**src/uart_pkg.sv**
```systemverilog
// uart package: byte, receive entry, divisor, tick and bit index types, state enums
package uart_pkg;

  // one serial data byte
  typedef logic [7:0] uart_byte_t;

  // receive fifo entry, error flag above the data
  typedef struct packed {
    // stop bit sampled low
    logic       frame_error;
    uart_byte_t data;
  } rx_entry_t;

  // clock cycles per oversampling tick, minus one
  typedef logic [15:0] baud_divisor_t;

  // ticks per serial bit
  localparam int OVERSAMPLE = 16;
  // tick index of the bit middle
  localparam int SAMPLE_POINT = 7;

  // tick position inside one bit
  typedef logic [$clog2(OVERSAMPLE)-1:0] tick_count_t;
  // data bit position inside one frame
  typedef logic [2:0] bit_index_t;

  typedef enum logic [2:0] {
    TX_IDLE,
    TX_FETCH,
    TX_START,
    TX_DATA,
    TX_STOP
  } tx_state_t;

  typedef enum logic [1:0] {RX_IDLE, RX_START, RX_DATA, RX_STOP} rx_state_t;

endpackage

```
**src/fifo.sv**
```systemverilog
// synchronous fifo with watermark full flag and registered pointers
`timescale 1ns/1ns

module fifo #(
  parameter int DATA_SIZE = 8,
  parameter int DEPTH = 8
) (
  input  logic                     clock,
  input  logic                     reset,
  input  logic                     wr_en,
  input  logic                     rd_en,
  input  logic [$clog2(DEPTH)-1:0] watermark_level,
  input  logic [DATA_SIZE-1:0]     wr_data,
  output logic [DATA_SIZE-1:0]     rd_data,
  output logic                     empty,
  output logic                     full
);

  localparam int PTR_W = $clog2(DEPTH);

  logic [DATA_SIZE-1:0] memory [DEPTH];
  logic [PTR_W-1:0]     wr_ptr;
  logic [PTR_W-1:0]     rd_ptr;
  // entries currently held
  logic [PTR_W-1:0]     count;
  logic                 push;
  logic                 pop;

  // full blocks writes, empty blocks reads
  assign push = wr_en && !full;
  assign pop  = rd_en && !empty;

  always_ff @(posedge clock) begin
    if (reset) begin
      wr_ptr <= '0;
      // one slot behind, so a pop moves it onto the oldest entry
      rd_ptr <= '1;
      count  <= '0;
    end else begin
      if (push) begin
        wr_ptr <= wr_ptr + 1'b1;
      end
      if (pop) begin
        rd_ptr <= rd_ptr + 1'b1;
      end
      // push with pop leaves the count alone
      case ({push, pop})
        2'b10:   count <= count + 1'b1;
        2'b01:   count <= count - 1'b1;
        default: count <= count;
      endcase
    end
  end

  always_ff @(posedge clock) begin
    if (push) begin
      memory[wr_ptr] <= wr_data;
    end
  end

  // last popped entry, held until the next pop
  assign rd_data = memory[rd_ptr];

  assign empty = (count == '0);
  assign full  = (count == watermark_level);

endmodule

```
**src/baud_tick_generator.sv**
```systemverilog
// oversampling tick generator, one pulse every divisor plus one cycles
`timescale 1ns/1ns

module baud_tick_generator (
  input  logic                    clock,
  input  logic                    reset,
  input  uart_pkg::baud_divisor_t baud_divisor,
  output logic                    tick
);

  // cycles left before the next tick
  uart_pkg::baud_divisor_t count;

  always_ff @(posedge clock) begin
    if (reset) begin
      count <= baud_divisor;
      tick  <= 1'b0;
    end else begin
      if (count == '0) begin
        // reload and pulse for one cycle
        count <= baud_divisor;
        tick  <= 1'b1;
      end else begin
        count <= count - 1'b1;
        tick  <= 1'b0;
      end
    end
  end

endmodule

```
**src/uart_transmitter.sv**
```systemverilog
// uart transmitter fsm, pops the tx fifo and sends 8N1 frames lsb first
`timescale 1ns/1ns

module uart_transmitter (
  input  logic                 clock,
  input  logic                 reset,
  input  logic                 tick,
  input  logic                 fifo_empty,
  input  uart_pkg::uart_byte_t fifo_data,
  output logic                 fifo_read,
  output logic                 serial_out
);

  uart_pkg::tx_state_t   state;
  uart_pkg::tick_count_t tick_count;
  uart_pkg::bit_index_t  bit_index;
  uart_pkg::uart_byte_t  shift;
  // last tick of a start or data bit
  logic                  bit_done;
  // second to last tick of the stop bit
  logic                  stop_done;

  // one pop per frame, rd_data is valid in fetch
  assign fifo_read = (state == uart_pkg::TX_IDLE) && !fifo_empty;

  assign bit_done  = tick && (tick_count == uart_pkg::tick_count_t'(uart_pkg::OVERSAMPLE - 1));
  assign stop_done = tick && (tick_count == uart_pkg::tick_count_t'(uart_pkg::OVERSAMPLE - 2));

  always_ff @(posedge clock) begin
    if (reset) begin
      state      <= uart_pkg::TX_IDLE;
      tick_count <= '0;
      bit_index  <= '0;
      serial_out <= 1'b1;
    end else begin
      if (tick) begin
        tick_count <= tick_count + 1'b1;
      end
      case (state)
        uart_pkg::TX_IDLE: begin
          if (!fifo_empty) begin
            state <= uart_pkg::TX_FETCH;
          end
        end
        uart_pkg::TX_FETCH: begin
          // start bit begins on a tick so every bit is whole
          if (tick) begin
            serial_out <= 1'b0;
            tick_count <= '0;
            state      <= uart_pkg::TX_START;
          end
        end
        uart_pkg::TX_START: begin
          if (bit_done) begin
            serial_out <= shift[0];
            bit_index  <= '0;
            state      <= uart_pkg::TX_DATA;
          end
        end
        uart_pkg::TX_DATA: begin
          if (bit_done) begin
            bit_index <= bit_index + 1'b1;
            if (bit_index == 3'd7) begin
              serial_out <= 1'b1;
              state      <= uart_pkg::TX_STOP;
            end else begin
              serial_out <= shift[0];
            end
          end
        end
        uart_pkg::TX_STOP: begin
          // leave one tick early, idle and fetch use it to chain the next frame
          if (stop_done) begin
            state <= uart_pkg::TX_IDLE;
          end
        end
        default: state <= uart_pkg::TX_IDLE;
      endcase
    end
  end

  // shift register, next bit always at position 0
  always_ff @(posedge clock) begin
    if (state == uart_pkg::TX_FETCH) begin
      shift <= fifo_data;
    end else if (bit_done && (state == uart_pkg::TX_START || state == uart_pkg::TX_DATA)) begin
      shift <= shift >> 1;
    end
  end

endmodule

```
**src/uart_receiver.sv**
```systemverilog
// uart receiver fsm, synchronizer, mid-bit sampling, frame error and overrun
`timescale 1ns/1ns

module uart_receiver (
  input  logic                clock,
  input  logic                reset,
  input  logic                tick,
  input  logic                serial_in,
  input  logic                fifo_full,
  output uart_pkg::rx_entry_t entry,
  output logic                entry_write,
  output logic                overrun
);

  logic [1:0]            sync;
  // synchronized serial line
  logic                  line;
  uart_pkg::rx_state_t   state;
  uart_pkg::tick_count_t tick_count;
  uart_pkg::bit_index_t  bit_index;
  uart_pkg::uart_byte_t  data_shift;
  // middle of the start bit
  logic                  start_sample;
  // middle of a data or stop bit
  logic                  bit_sample;

  // two flops against metastability, line idles high
  always_ff @(posedge clock) begin
    if (reset) begin
      sync <= 2'b11;
    end else begin
      sync <= {sync[0], serial_in};
    end
  end

  assign line = sync[1];

  assign start_sample = tick &&
                        (tick_count == uart_pkg::tick_count_t'(uart_pkg::SAMPLE_POINT));
  assign bit_sample   = tick &&
                        (tick_count == uart_pkg::tick_count_t'(uart_pkg::OVERSAMPLE - 1));

  always_ff @(posedge clock) begin
    if (reset) begin
      state       <= uart_pkg::RX_IDLE;
      tick_count  <= '0;
      bit_index   <= '0;
      entry_write <= 1'b0;
      overrun     <= 1'b0;
    end else begin
      // single cycle pulses
      entry_write <= 1'b0;
      overrun     <= 1'b0;
      if (tick) begin
        tick_count <= tick_count + 1'b1;
      end
      case (state)
        uart_pkg::RX_IDLE: begin
          tick_count <= '0;
          // falling edge, possible start bit
          if (!line) begin
            state <= uart_pkg::RX_START;
          end
        end
        uart_pkg::RX_START: begin
          if (start_sample) begin
            tick_count <= '0;
            bit_index  <= '0;
            // high in the middle means a glitch
            state      <= line ? uart_pkg::RX_IDLE : uart_pkg::RX_DATA;
          end
        end
        uart_pkg::RX_DATA: begin
          if (bit_sample) begin
            tick_count <= '0;
            bit_index  <= bit_index + 1'b1;
            if (bit_index == 3'd7) begin
              state <= uart_pkg::RX_STOP;
            end
          end
        end
        uart_pkg::RX_STOP: begin
          if (bit_sample) begin
            state <= uart_pkg::RX_IDLE;
            // no room, byte is lost
            if (fifo_full) begin
              overrun <= 1'b1;
            end else begin
              entry_write <= 1'b1;
            end
          end
        end
        default: state <= uart_pkg::RX_IDLE;
      endcase
    end
  end

  // data arrives lsb first, shift in from the top
  always_ff @(posedge clock) begin
    if (state == uart_pkg::RX_DATA && bit_sample) begin
      data_shift <= {line, data_shift[7:1]};
    end
    if (state == uart_pkg::RX_STOP && bit_sample) begin
      entry.data        <= data_shift;
      entry.frame_error <= !line;
    end
  end

endmodule

```
**src/uart_peripheral.sv**
```systemverilog
// uart peripheral top: tx and rx fifos, baud tick generator, transmitter, receiver
`timescale 1ns/1ns

module uart_peripheral #(
  parameter int DEPTH = 8
) (
  input  logic                     clock,
  input  logic                     reset,
  input  uart_pkg::baud_divisor_t  baud_divisor,
  input  logic                     tx_write,
  input  uart_pkg::uart_byte_t     tx_data,
  input  logic [$clog2(DEPTH)-1:0] tx_watermark,
  output logic                     tx_full,
  output logic                     tx_empty,
  input  logic                     rx_read,
  input  logic [$clog2(DEPTH)-1:0] rx_watermark,
  output uart_pkg::rx_entry_t      rx_data,
  output logic                     rx_full,
  output logic                     rx_empty,
  output logic                     rx_overrun,
  input  logic                     serial_in,
  output logic                     serial_out
);

  // shared 16x oversampling tick
  logic                 tick;
  // transmitter side of the tx fifo
  logic                 tx_fifo_read;
  uart_pkg::uart_byte_t tx_fifo_data;
  // receiver side of the rx fifo
  logic                 rx_entry_write;
  uart_pkg::rx_entry_t  rx_entry;

  fifo #(
    .DATA_SIZE($bits(uart_pkg::uart_byte_t)),
    .DEPTH(DEPTH)
  ) tx_fifo (
    .clock(clock),
    .reset(reset),
    .wr_en(tx_write),
    .rd_en(tx_fifo_read),
    .watermark_level(tx_watermark),
    .wr_data(tx_data),
    .rd_data(tx_fifo_data),
    .empty(tx_empty),
    .full(tx_full)
  );

  fifo #(
    .DATA_SIZE($bits(uart_pkg::rx_entry_t)),
    .DEPTH(DEPTH)
  ) rx_fifo (
    .clock(clock),
    .reset(reset),
    .wr_en(rx_entry_write),
    .rd_en(rx_read),
    .watermark_level(rx_watermark),
    .wr_data(rx_entry),
    .rd_data(rx_data),
    .empty(rx_empty),
    .full(rx_full)
  );

  baud_tick_generator baud_tick_generator_inst (
    .clock(clock),
    .reset(reset),
    .baud_divisor(baud_divisor),
    .tick(tick)
  );

  uart_transmitter uart_transmitter_inst (
    .clock(clock),
    .reset(reset),
    .tick(tick),
    .fifo_empty(tx_empty),
    .fifo_data(tx_fifo_data),
    .fifo_read(tx_fifo_read),
    .serial_out(serial_out)
  );

  // overrun decided from the rx fifo full flag
  uart_receiver uart_receiver_inst (
    .clock(clock),
    .reset(reset),
    .tick(tick),
    .serial_in(serial_in),
    .fifo_full(rx_full),
    .entry(rx_entry),
    .entry_write(rx_entry_write),
    .overrun(rx_overrun)
  );

endmodule

```
**config.mk**
```make
export PLATFORM = sky130hd
export DESIGN_NAME = uart_peripheral
export DESIGN_NICKNAME = d
export VERILOG_FILES = /design/src/uart_pkg.sv /design/src/fifo.sv /design/src/baud_tick_generator.sv /design/src/uart_transmitter.sv /design/src/uart_receiver.sv /design/src/uart_peripheral.sv
export SDC_FILE = /design/constraint.sdc
export NUM_CORES = 1
export LEC_CHECK = 0
export BUFFER_PORTS_ARGS = -buffer_cell sky130_fd_sc_hd__buf_2
export CAP_MARGIN = 15
export CORE_MARGIN = 2
export CORE_UTILIZATION = 50
export DETAILED_ROUTE_END_ITERATION = 8
export PLACE_DENSITY = 0.7
export REMOVE_ABC_BUFFERS = 1
export SLEW_MARGIN = 20
export SYNTH_ARGS = -nofsm -noshare
export SYNTH_HDL_FRONTEND = slang
export SYNTH_SLANG_ARGS = --single-unit
```
**constraint.sdc**
```tcl
create_clock -name clock -period 2.2 [get_ports clock]
set_input_delay 0 -clock clock [delete_from_list [all_inputs] [get_ports clock]]
set_output_delay 0 -clock clock [all_outputs]
set_load 0.05 [all_outputs]
```
Word level (Yosys, flattened, before mapping)
Memory sizes are Yosys's and may differ from the RTL's. A register that Yosys moved wholly into a read port is not among the register bits. Index checks and enable logic that the tools add are counted. W data, S select, Z words.

Output and inout port bits: 15. Register bits after elaboration: 84. Input port bits: 35. Memories: 2. RAM bits: 136. Logic and storage cells: 153.

Memory list: rx_fifo.memory (depth 8, bits a word 9, rd ports 1, clocked after memory_dff 1, write ports 1, line fifo.sv:21) `logic [DATA_SIZE-1:0] memory [DEPTH];`; tx_fifo.memory (depth 8, bits a word 8, rd ports 1, clocked after memory_dff 1, write ports 1, line fifo.sv:21).

Reduce and logical (&&, ||, !) cells: 35. Eq/ne operators: 30. Multiplexer cells: 49. Bitwise gates (word level): 2. Add/subtract/negate cells: 13.

Operators with widths (number): $mux W3 (14); $mux W16 (2); $add A3 B1 Y3 const B (8); $mux W4 (6); $pmux W3 S2 (4); $logic_not A16 Y1 (1); $mux W8 (2); $ne A2 B1 Y1 const B (8); $sub A16 B1 Y16 const B (1); $pmux W3 S5 (1); $eq A4 B4 Y1 const B (3); $logic_and A1 B1 Y1 (12); $mux W2 (6); $pmux W4 S3 (1); $mux W1 (11); $reduce_bool A2 Y1 (5); $eq A3 B3 Y1 const B (3); $logic_not A3 Y1 (3); $add A4 B1 Y4 const B (2); $eq A2 B2 Y1 const B (4); $pmux W2 S4 (1); $eq A2 B1 Y1 const B (3); $eq A3 B2 Y1 const B (2); $eq A3 B3 Y1 (2); other kinds (15) (24).

Depth between registers and ports, before layout
Gate-level depths: netlist of run 1.

Word-level depth: 6. Depth in mapped cells: 9. Depth with buffers taken out: 8.

Modules after synthesis
Synthesis of run 1 repeated with hierarchy kept, for this count alone.

Cell total of the unflattened synthesis: 655. Area total of the unflattened synthesis: 9693.0 um^2.

Modules (own cells, without submodules): fifo (rx_fifo) (area an instance 3469.6 um^2, times used 1, cells an instance 185, sequential area each 2402.3 um^2); fifo (tx_fifo) (area an instance 3161.8 um^2, times used 1, cells an instance 174, sequential area each 2162.1 um^2); uart_receiver (area an instance 1216.2 um^2, times used 1, cells an instance 94, sequential area each 770.7 um^2); uart_transmitter (area an instance 985.9 um^2, times used 1, cells an instance 106, sequential area each 460.4 um^2); baud_tick_generator (area an instance 859.6 um^2, times used 1, cells an instance 96, sequential area each 340.3 um^2).

Worst setup path before layout of run 1
No wires, ideal clock.

Path kind: register -> register. Start: reg tx_fifo.count[0]. End: reg tx_fifo.count[2]. Data required time: 2.130 ns. Arrival: 2.745 ns. Clock period less this slack: 2.815 ns. Buffers on the path: 0. Slack: -0.615 ns. Setup time: 0.070 ns. Stages on the path, launching flop included: 9. Cell sequence: dfxtp_1 -> nor3_1 -> nor4_2 -> ha_1 -> inv_1 -> fa_1 -> xor2_1 -> or3_1 -> a21oi_1.

Longest elaborated chain between the ends: 6. Elaborated cells on any way between the ends: 13. Those cells by class: 2 x add/sub; 3 x eq/ne; 1 x mux; 7 x reduce/logical.

RTL lines: from (decl) (line fifo.sv:25) `logic [PTR_W-1:0] count;`; from (signal assigned) (line fifo.sv:48) `2'b10: count <= count + 1'b1;`; from (signal assigned) (line fifo.sv:49) `2'b01: count <= count - 1'b1;`; from (signal assigned) (line fifo.sv:50) `default: count <= count;`; $logic_not A3 Y1 * (line fifo.sv:64) `assign empty = (count == '0);`; net tx_empty (line uart_peripheral.sv:14) `output logic tx_empty,`; $logic_not A1 Y1 * (line fifo.sv:31, uart_transmitter.sv:24); $logic_and A1 B1 Y1 (line uart_transmitter.sv:24) `assign fifo_read = (state == uart_pkg::TX_IDLE) && !fifo_empty;`; $logic_and A1 B1 Y1 * (line fifo.sv:31) `assign pop = rd_en && !empty;`; $eq A2 B1 Y1 or $eq A2 B2 Y1 (tied branches) (line fifo.sv:47) `case ({push, pop})`; $pmux W3 S2 or $reduce_bool A2 Y1 (tied branches).

Mark *: on every way through the listed nets, which the timed path passes. The rest lies on a longest branch. A chain may end at the register's enable or synchronous reset.

Final worst setup path of run 1
Start: reg tx_fifo.count[2]. End: reg tx_fifo.count[2].

Longest elaborated chain between the ends: 6. Elaborated cells on any way between the ends: 13. Those cells by class: 2 x add/sub; 3 x eq/ne; 1 x mux; 7 x reduce/logical.

RTL lines (line): $logic_not A3 Y1 (fifo.sv:64); $logic_not A1 Y1 (fifo.sv:31, uart_transmitter.sv:24); $logic_and A1 B1 Y1 (uart_transmitter.sv:24); $logic_and A1 B1 Y1 (fifo.sv:31); $eq A2 B1 Y1 or $eq A2 B2 Y1 (tied branches) (fifo.sv:47); $pmux W3 S2 or $reduce_bool A2 Y1 (tied branches).

Parallel ways exist; a longest one is shown, timed or not.

==> results of run 1 <==
path summary, 6_finish.rpt:
path,to,slack [ns],cells past startpoint
hold reg to reg,uart_receiver_inst.entry[0],0.42,0
hold / removal,tx_fifo.count[1],0.09,5
setup reg to reg,tx_fifo.count[2],0.08,8
setup / recovery,tx_fifo.count[2],0.08,8
per-layer routing:
metal	up-vias	global-route usage	wire length (µm)
met5	-	0	0
met4	0	0.04842	274
met3	26	0.02753	519
met2	89	0.3021	8552
met1	2581	0.2254	7319
li1	2518	-	-
layout by cell type (no fill, tap or decap), types with 20 or more instances in the layout:
master and instances:
buf_2 49, a21oi_1 36, nor2_1 56, clkbuf_16 23, dlygate4sd3_1 26, edfxtp_1 161
buf_4 37, inv_1 20, mux4_2 34, dfxtp_1 61, xor2_1 20, ha_1 20
what timing repair did:
item                                   CTS  global route
gates resized for setup                  0             9
hold buffers                            26             0
setup buffers                            0             3
endpoints found under the hold margin   94             0
setup endpoints to repair                0             2
through the flow:
step                      setup TNS (ns)  total power, mW    util
after floorplan                   -16.44            6.079       -
after global placement                 0            6.475  0.5483
after detailed placement               0            6.573  0.5483
after CTS                              0            10.32  0.6025
after global routing                   0            10.69  0.6052
final                                  0            10.26  0.6052
sequential cells by signal, indices dropped and copies added, names as in the netlist, 4 cells and up, named ones only:
name,cells
baud_tick_generator_inst.count,16
rx_fifo.memory,72
tx_fifo.memory,64
uart_receiver_inst.data_shift,8
uart_receiver_inst.entry,9
uart_receiver_inst.tick_count,4
uart_transmitter_inst.shift,8
critical path: stages (launching register included):
cell and delay, ns:
dfxtp_2 0.35, xor2_2 0.20, o31ai_4 0.27, ha_2 0.22, inv_1 0.06, fa_2 0.34
xor2_1 0.16, or3_1 0.30, a21oi_1 0.14
power groups by stage:
stage | registers (mW) | logic (mW) | clock network [mW]
after floorplan | 5.10 | 0.978 | 0
after global placement | 5.05 | 1.42 | 0
after detailed placement | 5.07 | 1.50 | 0
after CTS | 4.99 | 1.56 | 3.78
after global routing | 5.02 | 1.73 | 3.94
final | 4.99 | 1.57 | 3.70
layout make-up:
| cell class | instances | area (µm²) | area share |
|---|---|---|---|
| sequential | 226 | 6141 | 0.5629 |
| timing repair buffer | 113 | 803.3 | 0.07363 |
| multi-input combinational | 335 | 2888 | 0.2647 |
| inverter | 20 | 75.07 | 0.006882 |
| tap | 229 | 286.5 | 0.02626 |
| clock buffer | 27 | 590.6 | 0.05413 |
| clock inverter | 12 | 125.1 | 0.01147 |
cell families after synthesis:
family,count (synthesis)
DFF,226
adders and majority gates,24
and+or+nand+nor,152
buffers and inverters,45
muxes,58
xor gates and xnor gates,29
AOI/OAI and AO/OA,72
==> out/metrics.csv, run 1 <==
metric,value,unit
layout cells sized above 1,0.2565,
Max Clk Rate,0.4724,GHz
Clock power frac,0.360,
HP Start,tx_write,
Max rail drop VDD,0.0008668,V
largest net degree at the start of global routing,28,
vias in the first global route,5379,
RSZ-0062 raised after global routing,no,
Setup Crit Path Kind,reg -> reg,
clk_skew,0.01257,ns
CP Launch Point,tx_fifo.count[2],
min Tclk post-route,2.117,ns
final setup vio count,0,
initial core utilization,0.5101,
most frequent cell after synthesis,edfxtp_1,
I/O pins,50,
H-tree levels,1,
Syn Inst Count,606,
ys async rst share,0,
Nets,778,
Cells after DPL,894,
CTS max path bufs,3,
Vias per Instance,5.420,
multiplexer share of the synthesized area,0.1113,
Routability Congestion,0.7689,
Post-Synth XOR/XNOR Area,0.02762,
"Non-Filler Cell Area, Final",10910,µm²
Max-Cap Viols,0,
clk root buf,clkbuf_16,
Final Hold Viols,0,
core area,18020,µm²
Worst Slack Setup Final,0.08324,ns
Finished Layout Cells,962,
Die Area,19490,µm²
register area share after synthesis,0.6673,
simple-gate share of the synthesized area,0.08858,
WP data required,2.62,ns
top post-synthesis cells by count,"161 x edfxtp_1, 65 x dfxtp_1, 56 x nor2_1",
Slew HR,0.6186,
power share of the sequential group,0.487,
Synth Area per Inst,15.17,µm²
crit path max fanout,4,
outcome,finished clean,
"Warnings, synthesis",0,
Synth Area in Compound Gates,0.04980,
GR Util All Layers,0.1726,
initial DRC count,296,
"EDFF count, synth",161,
largest cells by area after synthesis,"edfxtp_1 53%, dfxtp_1 14%, mux4_2 8.3%, ha_1 3.0%, nor2_1 2.3%",
Die H,139.6,µm
Placement Rows,49,
initial antenna violation count,0,
# DRC,0,
Hold Path Class,in -> reg,
Die X,139.6,µm
DP Worst Slack,0.02279,ns
CTS tree,yes,
commonest register cell after synthesis,edfxtp_1,
final cycle utilization of the critical path,0.9622,
count of pins over their slew limit,0,
most area-hungry cell type in the Yosys netlist,edfxtp_1,
Synth Cell Area,9195,µm²
Crit. End Element,flip-flop,
DP HPWL,10.71,mm
Sw Pwr,2.568,mW
critical path launch point type,flip-flop,
CTS sink count,226,
internal power,7.693,mW
worst hold slack,0.08661,ns
share of the synthesized area in the top cell type,0.5258,
Fill cells,1338,
Vias,5214,
CP Data Arrival Time,2.53,ns
Placed Area,9883,µm²
clk slew on worst S/H paths,0.06,ns
largest family of logic cells by synthesized area,multiplexers,
final wirelength,16.67,mm
number of port buffers,49,
clk_lat worst skew,0.50,ns
first-pass GRT wire length,27.22,mm
# diodes,0,
"flops & latches, synth",226,
leak pwr,3.883,nW
Adder-Cell Fraction of Synth Area,0.03429,
Worst-Margin Slew,0.5713,ns
Logic pwr share,0.153,
r2r startpoint,tx_fifo.count[2],
wire per inst,17.32,µm
count of cell types in the netlist,56,
Sw Ratio,0.2503,
gr ovfl total,0,
drt first pass iters,4,
Area growth syn-to-layout,18.64,%
antenna-violating nets left,0,
CTS Buf Count,23,
power per cell area,940.6,nW/µm²
Power figures use the tool's default switching activity.
==> inputs of run 2 (changes only) <==
--- a/config.mk
+++ b/config.mk
@@ -11,6 +11,7 @@
 export CORE_UTILIZATION = 50
 export DETAILED_ROUTE_END_ITERATION = 8
 export PLACE_DENSITY = 0.7
+export RECOVER_POWER = 25
 export REMOVE_ABC_BUFFERS = 1
 export SLEW_MARGIN = 20
 export SYNTH_ARGS = -nofsm -noshare
==> run 2 against run 1 <==
  * Core utilization shrank 0.056 points
  * Flip-flop and latch count is the same
  * Fmax about the same
  * Die area unchanged
  * Wire length hardly changed
  * Largest cell class unchanged
==> out/metrics.csv, run 2 (synthesized netlist as in run 1, its figures left out) <==
metric,value,unit,change
CTS tree,yes,,
Worst-Margin Slew,0.5617,ns,-0.009599 ns
Routability Congestion,0.7689,,unchanged
# DRC,0,,unchanged
wire per inst,17.31,µm,about the same
internal power,7.692,mW,about the same
layout cells sized above 1,0.2456,,-0.01091
initial antenna violation count,0,,unchanged
crit path buf inv count,1,,unchanged
Slew HR,0.6250,,+0.006409
min Tclk post-route,2.116,ns,-0.0003950 ns
Die H,139.6,µm,unchanged
CTS max path bufs,3,,unchanged
# diodes,0,,unchanged
Hold Crit Depth,5,,unchanged
Hold Path Class,in -> reg,,
clk_skew,0.01744,ns,+0.004871 ns
WP data required,2.62,ns,about the same
Clock power frac,0.360,,about the same
Area growth syn-to-layout,18.53,%,about the same
Max Clk Rate,0.4725,GHz,about the same
number of port buffers,49,,unchanged
Placement Rows,49,,unchanged
antenna-violating nets left,0,,unchanged
I/O pins,50,,unchanged
power per cell area,941.2,nW/µm²,about the same
largest registers,"rx_fifo.memory: 72 flops, tx_fifo.memory: 64 flops, baud_tick_generator_inst.count: 16 flops",,
HP Start,tx_write,,
final setup vio count,0,,unchanged
clk root buf,clkbuf_16,,
crit path max fanout,4,,unchanged
clk slew on worst S/H paths,0.06,ns,about the same
Setup Crit Path Kind,reg -> reg,,
Sw Pwr,2.566,mW,about the same
Setup TNS,0,ns,unchanged
crit-path cells,"xor2_2, o31ai_4, ha_2, inv_1, fa_2, xor2_1, or3_1, a21oi_1",,
initial DRC count,305,,+3.0%
Vias,5236,,+0.42%
gr ovfl total,0,,unchanged
H-tree levels,1,,unchanged
final cycle utilization of the critical path,0.9620,,about the same
largest net degree at the start of global routing,28,,unchanged
first-pass GRT wire length,27.22,mm,unchanged
CTS Buf Count,23,,unchanged
critical path launch point type,flip-flop,,
Crit. End Element,flip-flop,,
leak pwr,3.861,nW,-0.57%
RSZ-0062 raised after global routing,no,,
final wirelength,16.65,mm,about the same
r2r startpoint,tx_fifo.count[2],,
initial core utilization,0.5101,,unchanged
DP HPWL,10.71,mm,unchanged
power share of the sequential group,0.487,,about the same
Max-Cap Viols,0,,unchanged
Logic pwr share,0.153,,about the same
Worst R2R Setup Slack,0.08,ns,about the same
Die X,139.6,µm,unchanged
outcome,finished clean,,
"commonest non-fill, non-tap cells in the layout","161 x edfxtp_1, 61 x dfxtp_1, 56 x nor2_1, 41 x buf_2, 37 x buf_4",,
count of pins over their slew limit,0,,unchanged
vias in the first global route,5379,,unchanged
CP Data Arrival Time,2.53,ns,about the same
Vias per Instance,5.443,,+0.42%
Nets,778,,unchanged
RR Endpoint,tx_fifo.count[2],,
"most common cell after layout, fill and taps aside",edfxtp_1,,
max reg flops,72,,unchanged
GR Util All Layers,0.1726,,unchanged
CTS sink count,226,,unchanged
Max stage delay on crit path,0.35,ns,about the same
drt first pass iters,4,,unchanged
WHS Endpoint,tx_fifo.count[1],,
core area,18020,µm²,unchanged
Die Area,19490,µm²,unchanged
Max rail drop VDD,0.0008670,V,about the same
Critical Path Slowest Stage Cell,dfxtp_2,,
Top Family by Delay on Critical Path,adder cells,,
Sw Ratio,0.2502,,about the same
Reg2Reg Depth,8,,unchanged
register with the most flip-flops,rx_fifo.memory,,
worst hold slack,0.09028,ns,+0.003676 ns
clk_lat worst skew,0.50,ns,about the same
Final Hold Viols,0,,unchanged
run 2: per-stage QoR:
step	power, mW	instance area, µm²	util	std cells	worst slack, ns
final	10.26	10900	0.6047	962	0.08364
after global routing	10.68	10900	0.6047	962	0.01090
after CTS	10.32	10860	0.6025	959	0.004871
after detailed placement	6.573	9883	0.5483	894	0.02279
after global placement	6.475	9883	0.5483	894	0.1441
after floorplan	6.079	9076	-	581	-0.6602
run 2: final cells by class:
type,instances,area [µm²]
inverter,20,75.07
clock inverter,12,125.1
timing repair buffer,113,793.3
sequential,226,6141
multi-input combinational,335,2888
fill,1346,7126
tap,229,286.5
clock buffer,27,590.6
run 2: worst min-delay path, cell delays in order:
cell and delay (ns):
buf_2 0.13, o31ai_4 0.06, ha_2 0.21, a21oi_1 0.07, nor2_1 0.07
run 2: how the worst max path moves through the flow:
stage,startpoint,endpoint,slack (ns),depth (start not counted)
after floorplan,rx_fifo.count[2],rx_fifo.count[2],-0.66,8
after global placement,tx_fifo.count[1],tx_fifo.count[2],0.14,8
after detailed placement,tx_fifo.count[1],tx_fifo.count[2],0.02,8
after CTS,tx_fifo.count[1],tx_fifo.count[2],0.005,8
after global routing,tx_fifo.count[2],tx_fifo.count[2],0.01,8
final,tx_fifo.count[2],tx_fifo.count[2],0.08,8
run 2: per-layer routing:
metal | GRT usage | wire, µm
met5 | 0 | 0
met4 | 0.04842 | 329
met3 | 0.02753 | 517
met2 | 0.3021 | 8528
met1 | 0.2254 | 7275
run 2: power groups by stage:
| stage | logic (mW) | registers [mW] | clock network, mW |
|---|---|---|---|
| floorplan | 0.978 | 5.10 | 0 |
| detailed placement | 1.50 | 5.07 | 0 |
| global route | 1.73 | 5.02 | 3.94 |
| finish | 1.57 | 4.99 | 3.70 |
| CTS | 1.56 | 4.99 | 3.78 |
| global placement | 1.42 | 5.05 | 0 |
run 2: repair_timing:
action                                  CTS  global route
endpoints found under the setup margin    0             2
hold endpoints to repair                 94             0
hold buffers                             26             0
resized for setup                         0             9
buffers inserted                          0             3
